--- src/design/mem_2r1w_pkg.sv ---
`default_nettype none

package mem_2r1w_pkg;

  localparam int WIDTH = 8;

  // bank index lives in the low address bits
  localparam int BANK_BITS = 2;
  localparam int NUM_BANKS = 1 << BANK_BITS;
  localparam int ROW_BITS = 4;
  localparam int NUM_ROWS = 1 << ROW_BITS;
  localparam int ADDR_BITS = ROW_BITS + BANK_BITS;

  localparam int NUM_RPORTS = 2;

  typedef struct packed {
    logic [ROW_BITS-1:0]  row;
    logic [BANK_BITS-1:0] bank;
  } addr_fields_t;

  // flat word or row/bank pair
  typedef union packed {
    logic [ADDR_BITS-1:0] flat;
    addr_fields_t         f;
  } addr_u;

endpackage

`default_nettype wire

--- src/design/bank_sram.sv ---
`timescale 1ns/1ps
`default_nettype none

module bank_sram #(
  parameter int SRAM_DELAY = 2
) (
  input  logic                              clk,
  input  logic                              arst_n,
  input  logic                              rd_en,
  input  logic [mem_2r1w_pkg::ROW_BITS-1:0] rd_row,
  input  logic                              wr_en,
  input  logic [mem_2r1w_pkg::ROW_BITS-1:0] wr_row,
  input  logic [mem_2r1w_pkg::WIDTH-1:0]    wr_data,
  output logic [mem_2r1w_pkg::WIDTH-1:0]    rd_data
);

  logic [mem_2r1w_pkg::WIDTH-1:0] mem [mem_2r1w_pkg::NUM_ROWS];
  logic [mem_2r1w_pkg::WIDTH-1:0] rd_pipe [SRAM_DELAY];

  // all zero after reset keeps the parity bank consistent
  always_ff @(posedge clk or negedge arst_n) begin
    if (!arst_n) begin
      for (int r = 0; r < mem_2r1w_pkg::NUM_ROWS; r++) begin
        mem[r] <= '0;
      end
    end else if (wr_en) begin
      mem[wr_row] <= wr_data;
    end
  end

  // read sees the array before a same-cycle write
  always_ff @(posedge clk) begin
    if (rd_en) begin
      rd_pipe[0] <= mem[rd_row];
    end
    for (int i = 1; i < SRAM_DELAY; i++) begin
      rd_pipe[i] <= rd_pipe[i-1];
    end
  end

  assign rd_data = rd_pipe[SRAM_DELAY-1];

endmodule

`default_nettype wire

--- src/design/bank_arbiter.sv ---
`timescale 1ns/1ps
`default_nettype none

module bank_arbiter (
  input  logic                                  write,
  input  logic [mem_2r1w_pkg::ADDR_BITS-1:0]    wr_adr,
  input  logic [mem_2r1w_pkg::NUM_RPORTS-1:0]   read,
  input  logic [mem_2r1w_pkg::ADDR_BITS-1:0]    rd_adr_0,
  input  logic [mem_2r1w_pkg::ADDR_BITS-1:0]    rd_adr_1,
  output logic [mem_2r1w_pkg::NUM_BANKS-1:0]    bank_rd_en,
  output logic [mem_2r1w_pkg::NUM_BANKS*mem_2r1w_pkg::ROW_BITS-1:0] bank_rd_row,
  output logic [mem_2r1w_pkg::NUM_BANKS-1:0]    bank_wr_en,
  output logic                                  xor_rd_en,
  output logic [mem_2r1w_pkg::ROW_BITS-1:0]     xor_rd_row,
  output logic                                  cflt
);

  localparam int RB = mem_2r1w_pkg::ROW_BITS;

  mem_2r1w_pkg::addr_u wr_a;
  mem_2r1w_pkg::addr_u rd_a0;
  mem_2r1w_pkg::addr_u rd_a1;

  assign wr_a.flat  = wr_adr;
  assign rd_a0.flat = rd_adr_0;
  assign rd_a1.flat = rd_adr_1;

  // port 1 loses when both ports hit one bank
  assign cflt = read[0] && read[1] && (rd_a0.f.bank == rd_a1.f.bank);

  always_comb begin
    bank_rd_en  = '0;
    bank_rd_row = '0;
    bank_wr_en  = '0;
    xor_rd_en   = 1'b0;
    xor_rd_row  = '0;
    if (write) begin
      // old data and old parity for the read-modify-write
      bank_rd_en[wr_a.f.bank]               = 1'b1;
      bank_rd_row[wr_a.f.bank*RB +: RB]     = wr_a.f.row;
      bank_wr_en[wr_a.f.bank]               = 1'b1;
      xor_rd_en                             = 1'b1;
      xor_rd_row                            = wr_a.f.row;
    end else begin
      for (int b = 0; b < mem_2r1w_pkg::NUM_BANKS; b++) begin
        if (read[0] && (rd_a0.f.bank == b)) begin
          bank_rd_en[b]           = 1'b1;
          bank_rd_row[b*RB +: RB] = rd_a0.f.row;
        end else if (cflt || (read[1] && (rd_a1.f.bank == b))) begin
          // on conflict every other bank feeds the rebuild
          bank_rd_en[b]           = 1'b1;
          bank_rd_row[b*RB +: RB] = rd_a1.f.row;
        end
      end
      if (cflt) begin
        xor_rd_en  = 1'b1;
        xor_rd_row = rd_a1.f.row;
      end
    end
  end

endmodule

`default_nettype wire

--- src/design/xor_update.sv ---
`timescale 1ns/1ps
`default_nettype none

module xor_update #(
  parameter int SRAM_DELAY = 2
) (
  input  logic                               clk,
  input  logic                               arst_n,
  input  logic                               write,
  input  logic [mem_2r1w_pkg::ADDR_BITS-1:0] wr_adr,
  input  logic [mem_2r1w_pkg::WIDTH-1:0]     din,
  input  logic                               xor_rd_en,
  input  logic [mem_2r1w_pkg::ROW_BITS-1:0]  xor_rd_row,
  input  logic [mem_2r1w_pkg::NUM_BANKS*mem_2r1w_pkg::WIDTH-1:0] bank_rd_data,
  output logic [mem_2r1w_pkg::WIDTH-1:0]     xor_data
);

  localparam int W = mem_2r1w_pkg::WIDTH;
  localparam int LAST = SRAM_DELAY - 1;

  mem_2r1w_pkg::addr_u wr_a;

  logic [SRAM_DELAY-1:0]               pend_vld;
  logic [mem_2r1w_pkg::ROW_BITS-1:0]   pend_row [SRAM_DELAY];
  logic [mem_2r1w_pkg::BANK_BITS-1:0]  pend_bank [SRAM_DELAY];
  logic [W-1:0]                        pend_din [SRAM_DELAY];
  logic [mem_2r1w_pkg::ROW_BITS-1:0]   xrow_pipe [SRAM_DELAY];
  logic [SRAM_DELAY-1:0]               hist_vld;
  logic [mem_2r1w_pkg::ROW_BITS-1:0]   hist_row [SRAM_DELAY];
  logic [W-1:0]                        hist_val [SRAM_DELAY];
  logic [W-1:0]                        xb_dout;
  logic [W-1:0]                        old_data;
  logic                                cmt_vld;
  logic [mem_2r1w_pkg::ROW_BITS-1:0]   cmt_row;
  logic [W-1:0]                        cmt_val;

  assign wr_a.flat = wr_adr;

  bank_sram #(
    .SRAM_DELAY (SRAM_DELAY)
  ) u_xor_bank (
    .clk     (clk),
    .arst_n  (arst_n),
    .rd_en   (xor_rd_en),
    .rd_row  (xor_rd_row),
    .wr_en   (cmt_vld),
    .wr_row  (cmt_row),
    .wr_data (cmt_val),
    .rd_data (xb_dout)
  );

  always_ff @(posedge clk or negedge arst_n) begin
    if (!arst_n) begin
      pend_vld <= '0;
      hist_vld <= '0;
    end else begin
      pend_vld[0] <= write;
      hist_vld[0] <= cmt_vld;
      for (int i = 1; i < SRAM_DELAY; i++) begin
        pend_vld[i] <= pend_vld[i-1];
        hist_vld[i] <= hist_vld[i-1];
      end
    end
  end

  always_ff @(posedge clk) begin
    pend_row[0]  <= wr_a.f.row;
    pend_bank[0] <= wr_a.f.bank;
    pend_din[0]  <= din;
    xrow_pipe[0] <= xor_rd_row;
    hist_row[0]  <= cmt_row;
    hist_val[0]  <= cmt_val;
    for (int i = 1; i < SRAM_DELAY; i++) begin
      pend_row[i]  <= pend_row[i-1];
      pend_bank[i] <= pend_bank[i-1];
      pend_din[i]  <= pend_din[i-1];
      xrow_pipe[i] <= xrow_pipe[i-1];
      hist_row[i]  <= hist_row[i-1];
      hist_val[i]  <= hist_val[i-1];
    end
  end

  // commits made while the parity read was in flight, newest wins
  always_comb begin
    xor_data = xb_dout;
    for (int j = LAST; j >= 0; j--) begin
      if (hist_vld[j] && (hist_row[j] == xrow_pipe[LAST])) begin
        xor_data = hist_val[j];
      end
    end
  end

  assign old_data = bank_rd_data[pend_bank[LAST]*W +: W];
  assign cmt_vld  = pend_vld[LAST];
  assign cmt_row  = pend_row[LAST];
  assign cmt_val  = xor_data ^ old_data ^ pend_din[LAST];

endmodule

`default_nettype wire

--- src/design/read_reconstruct.sv ---
`timescale 1ns/1ps
`default_nettype none

module read_reconstruct #(
  parameter int SRAM_DELAY = 2
) (
  input  logic                                clk,
  input  logic                                arst_n,
  input  logic [mem_2r1w_pkg::NUM_RPORTS-1:0] read,
  input  logic [mem_2r1w_pkg::ADDR_BITS-1:0]  rd_adr_0,
  input  logic [mem_2r1w_pkg::ADDR_BITS-1:0]  rd_adr_1,
  input  logic                                cflt,
  input  logic [mem_2r1w_pkg::NUM_BANKS*mem_2r1w_pkg::WIDTH-1:0] bank_rd_data,
  input  logic [mem_2r1w_pkg::WIDTH-1:0]      xor_data,
  output logic [mem_2r1w_pkg::NUM_RPORTS-1:0] rd_vld,
  output logic [mem_2r1w_pkg::WIDTH-1:0]      rd_dout_0,
  output logic [mem_2r1w_pkg::WIDTH-1:0]      rd_dout_1
);

  localparam int W = mem_2r1w_pkg::WIDTH;
  localparam int LAST = SRAM_DELAY - 1;

  mem_2r1w_pkg::addr_u rd_a0;
  mem_2r1w_pkg::addr_u rd_a1;

  logic [mem_2r1w_pkg::NUM_RPORTS-1:0] vld_pipe [SRAM_DELAY];
  logic [SRAM_DELAY-1:0]               cflt_pipe;
  logic [mem_2r1w_pkg::BANK_BITS-1:0]  bank0_pipe [SRAM_DELAY];
  logic [mem_2r1w_pkg::BANK_BITS-1:0]  bank1_pipe [SRAM_DELAY];
  logic [W-1:0]                        rebuilt;

  assign rd_a0.flat = rd_adr_0;
  assign rd_a1.flat = rd_adr_1;

  always_ff @(posedge clk or negedge arst_n) begin
    if (!arst_n) begin
      for (int i = 0; i < SRAM_DELAY; i++) begin
        vld_pipe[i] <= '0;
      end
      cflt_pipe <= '0;
    end else begin
      vld_pipe[0]  <= read;
      cflt_pipe[0] <= cflt;
      for (int i = 1; i < SRAM_DELAY; i++) begin
        vld_pipe[i]  <= vld_pipe[i-1];
        cflt_pipe[i] <= cflt_pipe[i-1];
      end
    end
  end

  always_ff @(posedge clk) begin
    bank0_pipe[0] <= rd_a0.f.bank;
    bank1_pipe[0] <= rd_a1.f.bank;
    for (int i = 1; i < SRAM_DELAY; i++) begin
      bank0_pipe[i] <= bank0_pipe[i-1];
      bank1_pipe[i] <= bank1_pipe[i-1];
    end
  end

  // parity xor all banks but the blocked one
  always_comb begin
    rebuilt = xor_data;
    for (int b = 0; b < mem_2r1w_pkg::NUM_BANKS; b++) begin
      if (bank1_pipe[LAST] != b) begin
        rebuilt = rebuilt ^ bank_rd_data[b*W +: W];
      end
    end
  end

  assign rd_vld    = vld_pipe[LAST];
  assign rd_dout_0 = bank_rd_data[bank0_pipe[LAST]*W +: W];
  assign rd_dout_1 = cflt_pipe[LAST] ? rebuilt : bank_rd_data[bank1_pipe[LAST]*W +: W];

endmodule

`default_nettype wire

--- src/design/mem_2r1w_top.sv ---
`timescale 1ns/1ps
`default_nettype none

module mem_2r1w_top #(
  parameter int SRAM_DELAY = 2
) (
  input  logic                                clk,
  input  logic                                arst_n,
  input  logic                                write,
  input  logic [mem_2r1w_pkg::ADDR_BITS-1:0]  wr_adr,
  input  logic [mem_2r1w_pkg::WIDTH-1:0]      din,
  input  logic [mem_2r1w_pkg::NUM_RPORTS-1:0] read,
  input  logic [mem_2r1w_pkg::ADDR_BITS-1:0]  rd_adr_0,
  input  logic [mem_2r1w_pkg::ADDR_BITS-1:0]  rd_adr_1,
  output logic [mem_2r1w_pkg::NUM_RPORTS-1:0] rd_vld,
  output logic [mem_2r1w_pkg::WIDTH-1:0]      rd_dout_0,
  output logic [mem_2r1w_pkg::WIDTH-1:0]      rd_dout_1
);

  localparam int W  = mem_2r1w_pkg::WIDTH;
  localparam int RB = mem_2r1w_pkg::ROW_BITS;

  mem_2r1w_pkg::addr_u wr_a;

  logic [mem_2r1w_pkg::NUM_BANKS-1:0]    bank_rd_en;
  logic [mem_2r1w_pkg::NUM_BANKS*RB-1:0] bank_rd_row;
  logic [mem_2r1w_pkg::NUM_BANKS-1:0]    bank_wr_en;
  logic [mem_2r1w_pkg::NUM_BANKS*W-1:0]  bank_rd_data;
  logic                                  xor_rd_en;
  logic [RB-1:0]                         xor_rd_row;
  logic [W-1:0]                          xor_data;
  logic                                  cflt;

  assign wr_a.flat = wr_adr;

  bank_arbiter u_bank_arbiter (
    .write       (write),
    .wr_adr      (wr_adr),
    .read        (read),
    .rd_adr_0    (rd_adr_0),
    .rd_adr_1    (rd_adr_1),
    .bank_rd_en  (bank_rd_en),
    .bank_rd_row (bank_rd_row),
    .bank_wr_en  (bank_wr_en),
    .xor_rd_en   (xor_rd_en),
    .xor_rd_row  (xor_rd_row),
    .cflt        (cflt)
  );

  // data banks, write path straight from the ports
  for (genvar g = 0; g < mem_2r1w_pkg::NUM_BANKS; g++) begin : g_bank
    bank_sram #(
      .SRAM_DELAY (SRAM_DELAY)
    ) u_bank_sram (
      .clk     (clk),
      .arst_n  (arst_n),
      .rd_en   (bank_rd_en[g]),
      .rd_row  (bank_rd_row[g*RB +: RB]),
      .wr_en   (bank_wr_en[g]),
      .wr_row  (wr_a.f.row),
      .wr_data (din),
      .rd_data (bank_rd_data[g*W +: W])
    );
  end

  xor_update #(
    .SRAM_DELAY (SRAM_DELAY)
  ) u_xor_update (
    .clk          (clk),
    .arst_n       (arst_n),
    .write        (write),
    .wr_adr       (wr_adr),
    .din          (din),
    .xor_rd_en    (xor_rd_en),
    .xor_rd_row   (xor_rd_row),
    .bank_rd_data (bank_rd_data),
    .xor_data     (xor_data)
  );

  read_reconstruct #(
    .SRAM_DELAY (SRAM_DELAY)
  ) u_read_reconstruct (
    .clk          (clk),
    .arst_n       (arst_n),
    .read         (read),
    .rd_adr_0     (rd_adr_0),
    .rd_adr_1     (rd_adr_1),
    .cflt         (cflt),
    .bank_rd_data (bank_rd_data),
    .xor_data     (xor_data),
    .rd_vld       (rd_vld),
    .rd_dout_0    (rd_dout_0),
    .rd_dout_1    (rd_dout_1)
  );

endmodule

`default_nettype wire

--- config.mk ---
export PLATFORM = sky130hd
export DESIGN_NAME = mem_2r1w_top
export DESIGN_NICKNAME = d
export VERILOG_FILES = /design/src/design/mem_2r1w_pkg.sv /design/src/design/bank_sram.sv /design/src/design/bank_arbiter.sv /design/src/design/xor_update.sv /design/src/design/read_reconstruct.sv /design/src/design/mem_2r1w_top.sv
export SDC_FILE = /design/constraint.sdc
export NUM_CORES = 1
export LEC_CHECK = 0
export BUFFER_PORTS_ARGS = -buffer_cell sky130_fd_sc_hd__buf_2
export CORE_UTILIZATION = 45
export DETAILED_ROUTE_END_ITERATION = 8
export PLACE_DENSITY = 0.7
export RECOVER_POWER = 25
export SLEW_MARGIN = 25
export SYNTH_ARGS = -nofsm -noshare
export SYNTH_HDL_FRONTEND = slang
export SYNTH_SLANG_ARGS = --single-unit
--- constraint.sdc ---
create_clock -name clk -period 2.8 [get_ports clk]
set_input_delay 0 -clock clk [delete_from_list [all_inputs] [get_ports clk]]
set_output_delay 0 -clock clk [all_outputs]
set_load 0.05 [all_outputs]
==> results.py, run 1 <==
metrics = {
    "timing": {
        "rsz0062_at_grt": "yes",
        "slew_violations": 252,
        "relSlewSlack": -0.787,
        "hold_viol": 0,
        "tightest_slew_ps": 2680,
        "period_needed_ps": 2750,
        "finalClockSkew_ps": 18.8,
        "clock.fmax_ghz": 0.364,
        "period_share": 0.982,
        "finalSetupViolations": 0,
    },
    "logic_synthesis": {
        "synth_compound_area_frac": 0.0431,
        "synth_edf_count": 40,
        "synth_largest_area_cell": "dfrtp_1",
        "muxShareOfSynthArea": 0.341,
        "yosysWarnings": 0,
        "yosysTopAreaCellShare": 0.446,
        "syn_inst": 2569,
        "synthSimpleGateAreaFrac": 0.0396,
        "ys_seq_area_frac": 0.538,
        "syn_area_per_cell_sq_um": 14.2,
        "syn-cell-area_sq_um": 36500,
        "synthAdderAreaFrac": 0.00274,
        "synth-xor-area-share": 0.0100,
        "synthFlopType": "dfrtp_1",
        "ys_types": 67,
        "ys_ff_latch": 798,
        "synthArstFlopShare": 0.815,
        "synthesis.nets": 2608,
        "ys_top_cells_by_area": "dfrtp_1 45%, mux2_2 21%, mux4_2 7.9%",
        "synth_top_family_by_area": "multiplexers",
    },
    "worst_setup_path": {
        "crit_path_start_kind": "register",
        "cp_slowest_cell": "dfxtp_4",
        "crit_chain": "nand2b_4 > buf_4 > mux2_2 > a211oi_2 > o21ai_0 > o21ai_1 > o31ai_1 > xor2_1 > a21oi_1 > buf_4",
        "crit_type": "reg -> out",
        "crit_fanout": 7,
        "cp-end-kind": "output port",
        "worstPathRequired_ps": 2800,
        "critical_path.most_common_cell": "buf_4",
        "rr_worst_depth": 7,
        "cp.arrival_ps": 2750,
        "slowest_delay_ps": 390,
    },
    "power_and_ir_drop": {
        "p_leak_uw": 0.0186,
        "vdd_drop_max_v": 0.000426,
        "p_per_area_nw_per_um2": 748,
        "finalPower_uw": 31400,
    },
    "floorplanning": {
        "dieArea_sq_um": 82300,
        "start_util": 0.454,
        "core_area_sq_um": 80400,
        "rows": 104,
        "ios": 49,
        "dieWidth_um": 287,
        "die_y_um": 287,
    },
    "cts": {
        "ctsLongestPathBuffers": 3,
        "cts_tree": "yes",
        "cts_buffers": 83,
        "clk_latency_ps": 640,
        "cts_root_buf": "clkbuf_16",
        "clk_pin_slew_ps": 60,
        "cts.sinks": 798,
        "cts-htree-levels": 3,
    },
    "place": {
        "post-dp-hpwl_um": 60000,
        "numPortBuffers": 48,
        "place_inst": 3628,
        "gp_congestion": 0.957,
    },
    "routing": {
        "dr_wl_met3_um": 5500,
        "wl_per_cell_um": 23.7,
        "num_vias": 22351,
        "avgViaCountPerCell": 5.83,
        "m1WireLength_um": 39100,
        "drc": 0,
        "routed_wl_um": 90800,
        "first_iter_violations": 1499,
        "first_pass_iters": 7,
        "dr_wl_met2_um": 43800,
        "final_antenna_net_count": 0,
        "top_layer": "met5",
    },
    "final_layout": {
        "multi_input_area_sq_um": 16200,
        "regArea_sq_um": 19600,
        "drive_gt1_frac": 0.441,
        "syn_to_final_growth_pct": 15.2,
        "fin_nets": 2742,
        "layout.cells.non_filler": 3831,
        "final_core_util": 0.523,
        "fill_cells": 6534,
    },
    "hold_path": {
        "hold_path_depth": 2,
        "holdCritPathClass": "in -> reg",
    },
    "status": {
        "violations": "max-capacitance violations, max-slew violations",
        "status": "finished, violations left",
    },
    "global_routing": {
        "grt_max_degree": 77,
        "grt_pass1_vias": 24003,
        "grt_overflow": 0,
        "antenna_found_initial": 8,
        "track_usage": 0.223,
        "grt_pass1_wl_um": 142000,
    },
    "flow_run": {
        "max_cap_violations": 5,
    },
}
[state kept, by name, summed over array words and instances (netlist names), 8 cells and up]
name                             cells
u_xor_update.hist_val               16
u_xor_update.u_xor_bank.rd_pipe     16
u_xor_update.xrow_pipe               8
g_bank.u_bank_sram.mem             512
u_xor_update.pend_din               16
g_bank.u_bank_sram.rd_pipe          64
u_xor_update.u_xor_bank.mem        128
u_xor_update.pend_row                8
u_xor_update.hist_row                8
[final cells by class]
| cell class | count | share of cell area |
|---|---|---|
| diodes | 2 | 0.000119 |
| inverters | 9 | 0.000803 |
| flip-flops and latches | 798 | 0.467 |
| clock inverters | 24 | 0.00663 |
| multi-input cells | 1569 | 0.385 |
| well taps | 1060 | 0.0315 |
| repair buffers | 242 | 0.0504 |
| clock buffers | 127 | 0.0586 |
[critical path: cells and delay by family (launching register included)]
| kind | cells | cell delay (ps) |
|---|---|---|
| AOI/OAI and AO/OA | 5 | 680 |
| xor gates and xnor gates | 1 | 180 |
| buffers and inverters | 2 | 380 |
| DFF | 1 | 390 |
| muxes | 1 | 280 |
| and+or+nand+nor | 1 | 190 |
[repair_timing]
action,CTS,global route
hold buffers,24,3
endpoints found under the hold margin,201,3
endpoints found under the setup margin,8,19
cloned,0,5
gates resized for setup,38,67
setup buffers,3,14
pin swaps,5,22
[synth_stat cells, types with 10 or more instances]
master / number
nor2_1: 61
buf_6: 10
nand2b_1: 18
a221o_1: 10
clkbuf_1: 105
edfxtp_1: 40
nor3_1: 11
o21ai_0: 29
o211ai_1: 32
buf_2: 30
nand4_1: 10
and2_1: 13
mux2_2: 675
mux4_2: 128
xnor2_1: 16
mux2i_1: 185
buf_1: 31
xor2_1: 22
nand2_1: 142
dfxtp_1: 108
a22oi_1: 34
buf_4: 19
dfrtp_1: 650
a21oi_1: 43
[power by group]
group / switching [uW] / internal [uW]
logic: 2440 / 2910
clock network: 4620 / 6410
registers: 1240 / 13800
[cells by family after synthesis]
kind of cell | after synthesis
compound gates | 219
xor+xnor | 40
fa+ha+maj | 8
buf+inv | 204
flops | 798
mux | 995
simple gates | 305
[metrics by stage]
step	hold slack (ps)	area, sq um	setup WS, ps	setup TNS (ps)
floorplan	-296	36500	219	0
global placement	88.4	38600	-35.2	-35.2
detailed placement	82.2	38600	-37.7	-45.2
CTS	5.27	41700	0.624	0
global route	66.2	42100	-31.5	-154
finish	46.1	42100	51.2	0
[path summary, 6_finish.rpt]
kind / from / slack (ps) / end
setup reg to reg: u_xor_update.xrow_pipe[0][7] / 100 / u_xor_update.u_xor_bank.mem[86]
max in group asynchronous: arst_n / 350 / g_bank[0].u_bank_sram.mem[115]
hold reg to reg: u_xor_update.pend_din[0][0] / 330 / u_xor_update.pend_din[0][8]
hold / removal: din[1] / 50 / g_bank[3].u_bank_sram.mem[121]
setup / recovery: u_read_reconstruct.bank1_pipe[0][2] / 50 / rd_dout_1[2]
min in group asynchronous: arst_n / 450 / u_xor_update.u_xor_bank.mem[58]
[metal layers]
| layer | GRT usage | up-vias |
|---|---|---|
| li1 | - | 9758 |
| met1 | 0.299 | 11733 |
| met2 | 0.368 | 663 |
| met3 | 0.0395 | 191 |
| met4 | 0.0722 | 6 |
| met5 | 0 | - |
[layout by cell type (no fill, tap or decap), drive strengths merged, types with 40 or more instances in the layout]
cell type / count
mux2i: 185
nand2: 142
edfxtp: 40
a21oi: 44
clkbuf: 153
mux4: 128
o21ai: 41
dfrtp: 650
dfxtp: 108
buf: 189
mux2: 682
nor2: 63
Note: power is estimated with default switching activity, not from simulation.
==> run 2: changes to the inputs <==
--- a/config.mk
+++ b/config.mk
@@ -10,7 +10,6 @@
 export DETAILED_ROUTE_END_ITERATION = 8
 export PLACE_DENSITY = 0.7
 export RECOVER_POWER = 25
-export SLEW_MARGIN = 25
 export SYNTH_ARGS = -nofsm -noshare
 export SYNTH_HDL_FRONTEND = slang
 export SYNTH_SLANG_ARGS = --single-unit
==> constraint.sdc (replaced) <==
create_clock -name clk -period 2.9 [get_ports clk]
set_input_delay 0 -clock clk [delete_from_list [all_inputs] [get_ports clk]]
set_output_delay 0 -clock clk [all_outputs]
set_load 0.05 [all_outputs]
==> results.py, run 2 (synthesized netlist as in run 1, its figures left out) <==
metrics = {
    "cts": {
        "cts_tree": "yes",
        "clk_latency_ps": 640,
        "cts.sinks": 798,
        "clk_pin_slew_ps": 60,
        "cts-htree-levels": 3,
        "cts_root_buf": "clkbuf_16",
        "ctsLongestPathBuffers": 3,
        "cts_buffers": 84,
    },
    "global_routing": {
        "grt_pass1_wl_um": 143000,
        "grt_pass1_vias": 23434,
        "track_usage": 0.226,
        "grt_overflow": 0,
        "antenna_found_initial": 7,
        "grt_max_degree": 95,
    },
    "floorplanning": {
        "ios": 49,
        "core_area_sq_um": 80400,
        "die_y_um": 287,
        "dieWidth_um": 287,
        "dieArea_sq_um": 82300,
        "start_util": 0.454,
        "rows": 104,
    },
    "power_and_ir_drop": {
        "p_leak_uw": 0.0186,
        "vdd_drop_max_v": 0.000440,
        "p_per_area_nw_per_um2": 730,
        "finalPower_uw": 30600,
    },
    "timing": {
        "period_needed_ps": 2850,
        "slew_violations": 244,
        "tns_ps": 0,
        "hold_viol": 0,
        "clock.fmax_ghz": 0.351,
        "relSlewSlack": -1.05,
        "period_share": 0.981,
        "tightest_slew_ps": 3080,
        "finalClockSkew_ps": 27.5,
        "finalSetupViolations": 0,
    },
    "place": {
        "post-dp-hpwl_um": 61300,
        "place_inst": 3627,
        "numPortBuffers": 48,
        "gp_congestion": 0.923,
    },
    "final_layout": {
        "drive_gt1_frac": 0.437,
        "regArea_sq_um": 19600,
        "largest-register": "g_bank.u_bank_sram.mem",
        "syn_to_final_growth_pct": 14.8,
        "layout_commonest_cell": "mux2_2",
        "layout.cells.non_filler": 3822,
        "fin_nets": 2731,
        "fill_cells": 6544,
        "largest_reg_flops": 512,
        "multi_input_area_sq_um": 16100,
        "final_cell_mix": "675 x mux2_2, 650 x dfrtp_1, 181 x mux2i_1, 142 x nand2_1, 138 x buf_4",
        "largest_registers": "g_bank.u_bank_sram.mem: 512 flops, u_xor_update.u_xor_bank.mem: 128 flops, g_bank.u_bank_sram.rd_pipe: 64 flops",
    },
    "worst_setup_path": {
        "cpLargestDelayFamily": "buffers and inverters",
        "cp.arrival_ps": 3210,
        "cp-end-kind": "register",
        "crit_path_start_kind": "input pin",
        "worstPathRequired_ps": 3270,
        "critical_path.most_common_cell": "nand2_1",
        "critPathBufInv": 3,
        "cp_slowest_cell": "mux4_2",
        "slowest_delay_ps": 550,
        "crit_fanout": 32,
        "crit_chain": "dlygate4sd3_1 > buf_2 > and2b_1 > nand2_1 > mux2_2 > a32oi_4 > buf_12 > mux4_2 > a22oi_1 > nand2_1",
        "crit_type": "in -> reg",
    },
    "routing": {
        "wl_per_cell_um": 24.2,
        "drc": 0,
        "first_iter_violations": 1873,
        "avgViaCountPerCell": 5.89,
        "final_antenna_net_count": 0,
        "first_pass_iters": 5,
        "num_vias": 22494,
        "routed_wl_um": 92400,
    },
    "status": {
        "violations": "max-capacitance violations, max-slew violations",
        "status": "finished, violations left",
    },
    "hold_path": {
        "holdCritPathClass": "in -> reg",
    },
    "flow_run": {
        "max_cap_violations": 6,
    },
}
[run 2: cell types whose count changed in the layout (fill, tap and decap cells not counted), sizes merged, moves of 2 or more]
cell	before	now
inv	18	11
bufinv	3	5
clkinv	8	19
dlygate4sd3	27	20
clkbuf	153	147
clkinvlp	4	1
[run 2: timing repair]
| item | in CTS | in global routing |
|---|---|---|
| endpoints found under the setup margin | 8 | 17 |
| endpoints found under the hold margin | 597 | 0 |
| gates resized for setup | 18 | 32 |
| hold buffers | 21 | 0 |
| gates cloned | 1 | 3 |
| pin swaps | 1 | 5 |
| buffers inserted | 0 | 14 |
[run 2: per-stage QoR]
step                      hold slack [ps]  worst slack [ps]  utilization  area [sq um]
final                                69.1              53.9        0.521         41900
after global routing                 73.5             -14.8        0.521         41900
after CTS                            11.9              25.4        0.519         41700
after detailed placement             20.6             -1.60        0.480         38600
after global placement               17.0              19.7        0.480         38600
after floorplan                      -296               319            -         36500
[run 2: worst min-delay path, cell delays in order]
cell	delay, ps
buf_2	190
nand2_1	150
o21ai_4	70
buf_12	190
[run 2: final timing paths]
path / to / startpoint / slack (ps) / cells after the start
min reg2reg: u_xor_update.pend_din[0][13] / u_xor_update.pend_din[0][5] / 320 / 0
max: g_bank[2].u_bank_sram.rd_pipe[0][7] / rd_adr_0[0] / 50 / 10
max in group asynchronous: u_read_reconstruct.cflt_pipe[1] / arst_n / 400 / 3
min in group asynchronous: g_bank[3].u_bank_sram.mem[15] / arst_n / 1100 / 3
min: u_xor_update.xrow_pipe[0][0] / rd_adr_1[2] / 70 / 4
max reg2reg: u_xor_update.u_xor_bank.mem[61] / u_xor_update.xrow_pipe[0][5] / 220 / 8
[run 2: metal layers]
| metal | GRT usage | vias up | wire, um |
|---|---|---|---|
| met2 | 0.357 | 745 | 43300 |
| met4 | 0.0725 | 6 | 2580 |
| met5 | 0 | - | 42 |
| li1 | - | 9719 | - |
| met1 | 0.316 | 11859 | 40200 |
| met3 | 0.0439 | 165 | 6320 |
[run 2: layout make-up]
cell class,instances,area share
multi-input cells,1568,0.384
well taps,1060,0.0317
flip-flops and latches,798,0.469
diodes,2,0.000119
clock inverters,27,0.00827
repair buffers,231,0.0466
inverters,9,0.000806
clock buffers,127,0.0598
[run 2: report_power, final]
part	internal [uW]	switching, uW
sequential	13300	1190
clock	6440	4430
combinational	2780	2380
==> run 3: changes to the inputs <==
--- a/config.mk
+++ b/config.mk
@@ -5,9 +5,11 @@
 export SDC_FILE = /design/constraint.sdc
 export NUM_CORES = 1
 export LEC_CHECK = 0
+export ABC_AREA = 1
 export BUFFER_PORTS_ARGS = -buffer_cell sky130_fd_sc_hd__buf_2
 export CORE_UTILIZATION = 45
 export DETAILED_ROUTE_END_ITERATION = 8
+export GPL_TIMING_DRIVEN = 0
 export PLACE_DENSITY = 0.7
 export RECOVER_POWER = 25
 export SYNTH_ARGS = -nofsm -noshare
==> results.py, run 3 <==
metrics = {
    "place": {
        "post-place-ws_ps": -340,
        "post-dp-hpwl_um": 87200,
        "place_inst": 5853,
        "numPortBuffers": 48,
        "gp_congestion": 1.01,
    },
    "final_layout": {
        "layout_commonest_cell": "nand2_1",
        "layout.cells.non_filler": 6044,
        "largest_registers": "g_bank.u_bank_sram.mem: 512 flops, u_xor_update.u_xor_bank.mem: 128 flops, g_bank.u_bank_sram.rd_pipe: 64 flops",
        "multi_input_area_sq_um": 15000,
        "syn_to_final_growth_pct": 13.2,
        "drive_gt1_frac": 0.0824,
        "largest-register": "g_bank.u_bank_sram.mem",
        "fin_nets": 4942,
        "fill_cells": 7914,
        "regArea_sq_um": 19600,
        "final_core_util": 0.518,
        "final_cell_mix": "1459 x nand2_1, 678 x nand3_1, 650 x dfrtp_1, 633 x o21ai_0, 421 x inv_1",
        "largest_reg_flops": 512,
    },
    "logic_synthesis": {
        "synthFlopType": "dfrtp_1",
        "syn_inst": 4728,
        "syn-cell-area_sq_um": 37700,
        "synth.most_common_cell": "nand2_1",
        "synthArstFlopShare": 0.815,
        "yosysTopAreaCellShare": 0.431,
        "syn_area_per_cell_sq_um": 7.98,
        "ys_seq_area_frac": 0.520,
        "ys_top_cells_by_area": "dfrtp_1 43%, nand2_1 15%, nand3_1 9.0%",
        "synth_largest_area_cell": "dfrtp_1",
        "ys_types": 48,
        "yosysWarnings": 0,
        "synth_edf_count": 40,
        "ys_ff_latch": 798,
        "synthesis.nets": 4767,
        "synth_common_cells": "1460 x nand2_1, 677 x nand3_1, 650 x dfrtp_1",
    },
    "timing": {
        "tns_ps": 0,
        "period_share": 0.975,
        "period_needed_ps": 2830,
        "slew_violations": 0,
        "hold_slack_ps": 90.3,
        "relSlewSlack": 0.0141,
        "clock.fmax_ghz": 0.354,
        "finalClockSkew_ps": 39.4,
        "tightest_slew_ps": 1470,
        "hold_viol": 0,
        "rsz0062_at_grt": "no",
        "finalWorstSetupSlack_ps": 73.1,
        "finalSetupViolations": 0,
    },
    "power_and_ir_drop": {
        "power_frac_clock": 0.377,
        "p_sw_uw": 8980,
        "pwr-share-seq": 0.457,
        "p_per_area_nw_per_um2": 708,
        "combPwrFrac": 0.166,
        "p_leak_uw": 0.0204,
        "swShare": 0.297,
        "internal-power_uw": 21300,
        "vdd_drop_max_v": 0.000538,
    },
    "worst_setup_path": {
        "worstPathRequired_ps": 3270,
        "crit_path_start_kind": "input pin",
        "crit_chain": "dlygate4sd3_1 > clkbuf_1 > inv_1 > nand2_1 > nand2_1 > nor2_4 > nand2_8 > o31ai_2 > inv_2 > nand3_1 > nand2_1",
        "cp-end-kind": "register",
        "critical_path.most_common_cell": "nand2_1",
        "cp.arrival_ps": 3200,
        "slowest_delay_ps": 1070,
        "cp_slowest_cell": "o31ai_2",
        "crit_type": "in -> reg",
        "crit_fanout": 10,
    },
    "global_routing": {
        "grt_pass1_wl_um": 189000,
        "track_usage": 0.289,
        "grt_max_degree": 114,
        "grt_pass1_vias": 31907,
        "antenna_found_initial": 11,
        "grt_overflow": 0,
    },
    "floorplanning": {
        "dieArea_sq_um": 85000,
        "rows": 105,
        "dieWidth_um": 292,
        "start_util": 0.457,
        "core_area_sq_um": 82500,
        "ios": 49,
        "die_y_um": 292,
    },
    "routing": {
        "routed_wl_um": 123000,
        "avgViaCountPerCell": 5.56,
        "drc": 0,
        "final_antenna_net_count": 0,
        "wl_per_cell_um": 20.3,
        "first_iter_violations": 3576,
        "first_pass_iters": 6,
        "num_vias": 33612,
    },
    "cts": {
        "cts.sinks": 798,
        "cts-htree-levels": 3,
        "clk_latency_ps": 670,
        "ctsLongestPathBuffers": 3,
        "clk_pin_slew_ps": 60,
        "cts_tree": "yes",
        "cts_buffers": 85,
        "cts_root_buf": "clkbuf_16",
    },
    "flow_run": {
        "max_cap_violations": 1,
    },
    "status": {
        "violations": "max-capacitance violations",
        "status": "finished, violations left",
    },
    "hold_path": {
        "holdCritPathClass": "in -> reg",
    },
}
run 3: cell types whose count changed in the layout (fill, tap and decap cells not counted), moves of 79 or more:
cell	previous run	this run
buf_2	30	109
buf_4	138	33
clkbuf_1	33	179
inv_1	8	421
mux2_2	675	0
mux2i_1	181	0
mux4_2	128	0
nand2_1	142	1459
nand3_1	4	678
nand3b_1	4	120
o21ai_0	26	633
run 3: power by group through the flow:
stage	clock [uW]	combinational (uW)	sequential, uW
CTS	11500	4980	13800
finish	11400	5020	13800
global route	12000	5650	14000
global placement	0	4780	13900
floorplan	0	3370	13700
detailed placement	0	4930	13900
run 3: timing repair:
item	4_1_cts	5_1_grt
setup endpoints to repair	5	8
setup buffers	0	5
pin swaps	0	1
hold endpoints to repair	272	0
hold buffers	27	0
gates resized for setup	3	10
run 3: kinds of logic (layout without fill, tap and decap cells):
group,after synthesis,count (layout),share of synthesized area
other cells,0,1,0
simple gates,2400,2400,0.280
flops,798,798,0.520
fa+ha+maj,8,8,0.00265
buf+inv,738,983,0.0821
compound gates,750,750,0.107
xor+xnor,34,34,0.00789
run 3: path summary, 6_finish.rpt:
| path | slack, ps | depth (start not counted) | end | from |
|---|---|---|---|---|
| worst max-delay path | 70 | 11 | u_xor_update.u_xor_bank.rd_pipe[0][3] | rd_adr_0[0] |
| worst min-delay path | 90 | 3 | u_xor_update.xrow_pipe[0][3] | rd_adr_1[5] |
| worst max register to register | 400 | 11 | u_xor_update.u_xor_bank.mem[60] | u_xor_update.pend_bank[0][2] |
| worst min register to register | 320 | 0 | u_read_reconstruct.bank1_pipe[0][2] | u_read_reconstruct.bank1_pipe[0][0] |
| max in group asynchronous | 500 | 5 | g_bank[3].u_bank_sram.mem[83] | arst_n |
| min in group asynchronous | 720 | 4 | u_xor_update.u_xor_bank.mem[89] | arst_n |
run 3: layer usage:
layer,global-route usage,vias to the layer above,part of all wire
li1,-,15686,-
met1,0.396,16185,0.42
met2,0.453,1424,0.45
met3,0.0534,299,0.088
met4,0.113,18,0.039
met5,0,-,0.00089
run 3: stage by stage:
stage	instance area, sq um	total power [uW]
floorplan	37700	17000
global placement	39300	18700
detailed placement	39500	18900
CTS	42700	30300
global route	42700	31600
finish	42700	30200
run 3: area by class of cell:
cell class                 count  share of cell area
antenna                        1           0.0000586
buffer                       291              0.0331
clock buffer                 122              0.0575
clock inverter                35              0.0115
inverter                     447              0.0394
multi-input combinational   3192               0.352
sequential                   798               0.459
tap                         1070              0.0313
timing repair buffer          88              0.0161
run 3: critical path: cells and delay by family:
kind            cells  cell delay, ps
buf+inv             4            1300
compound gates      1            1070
simple gates        6             800
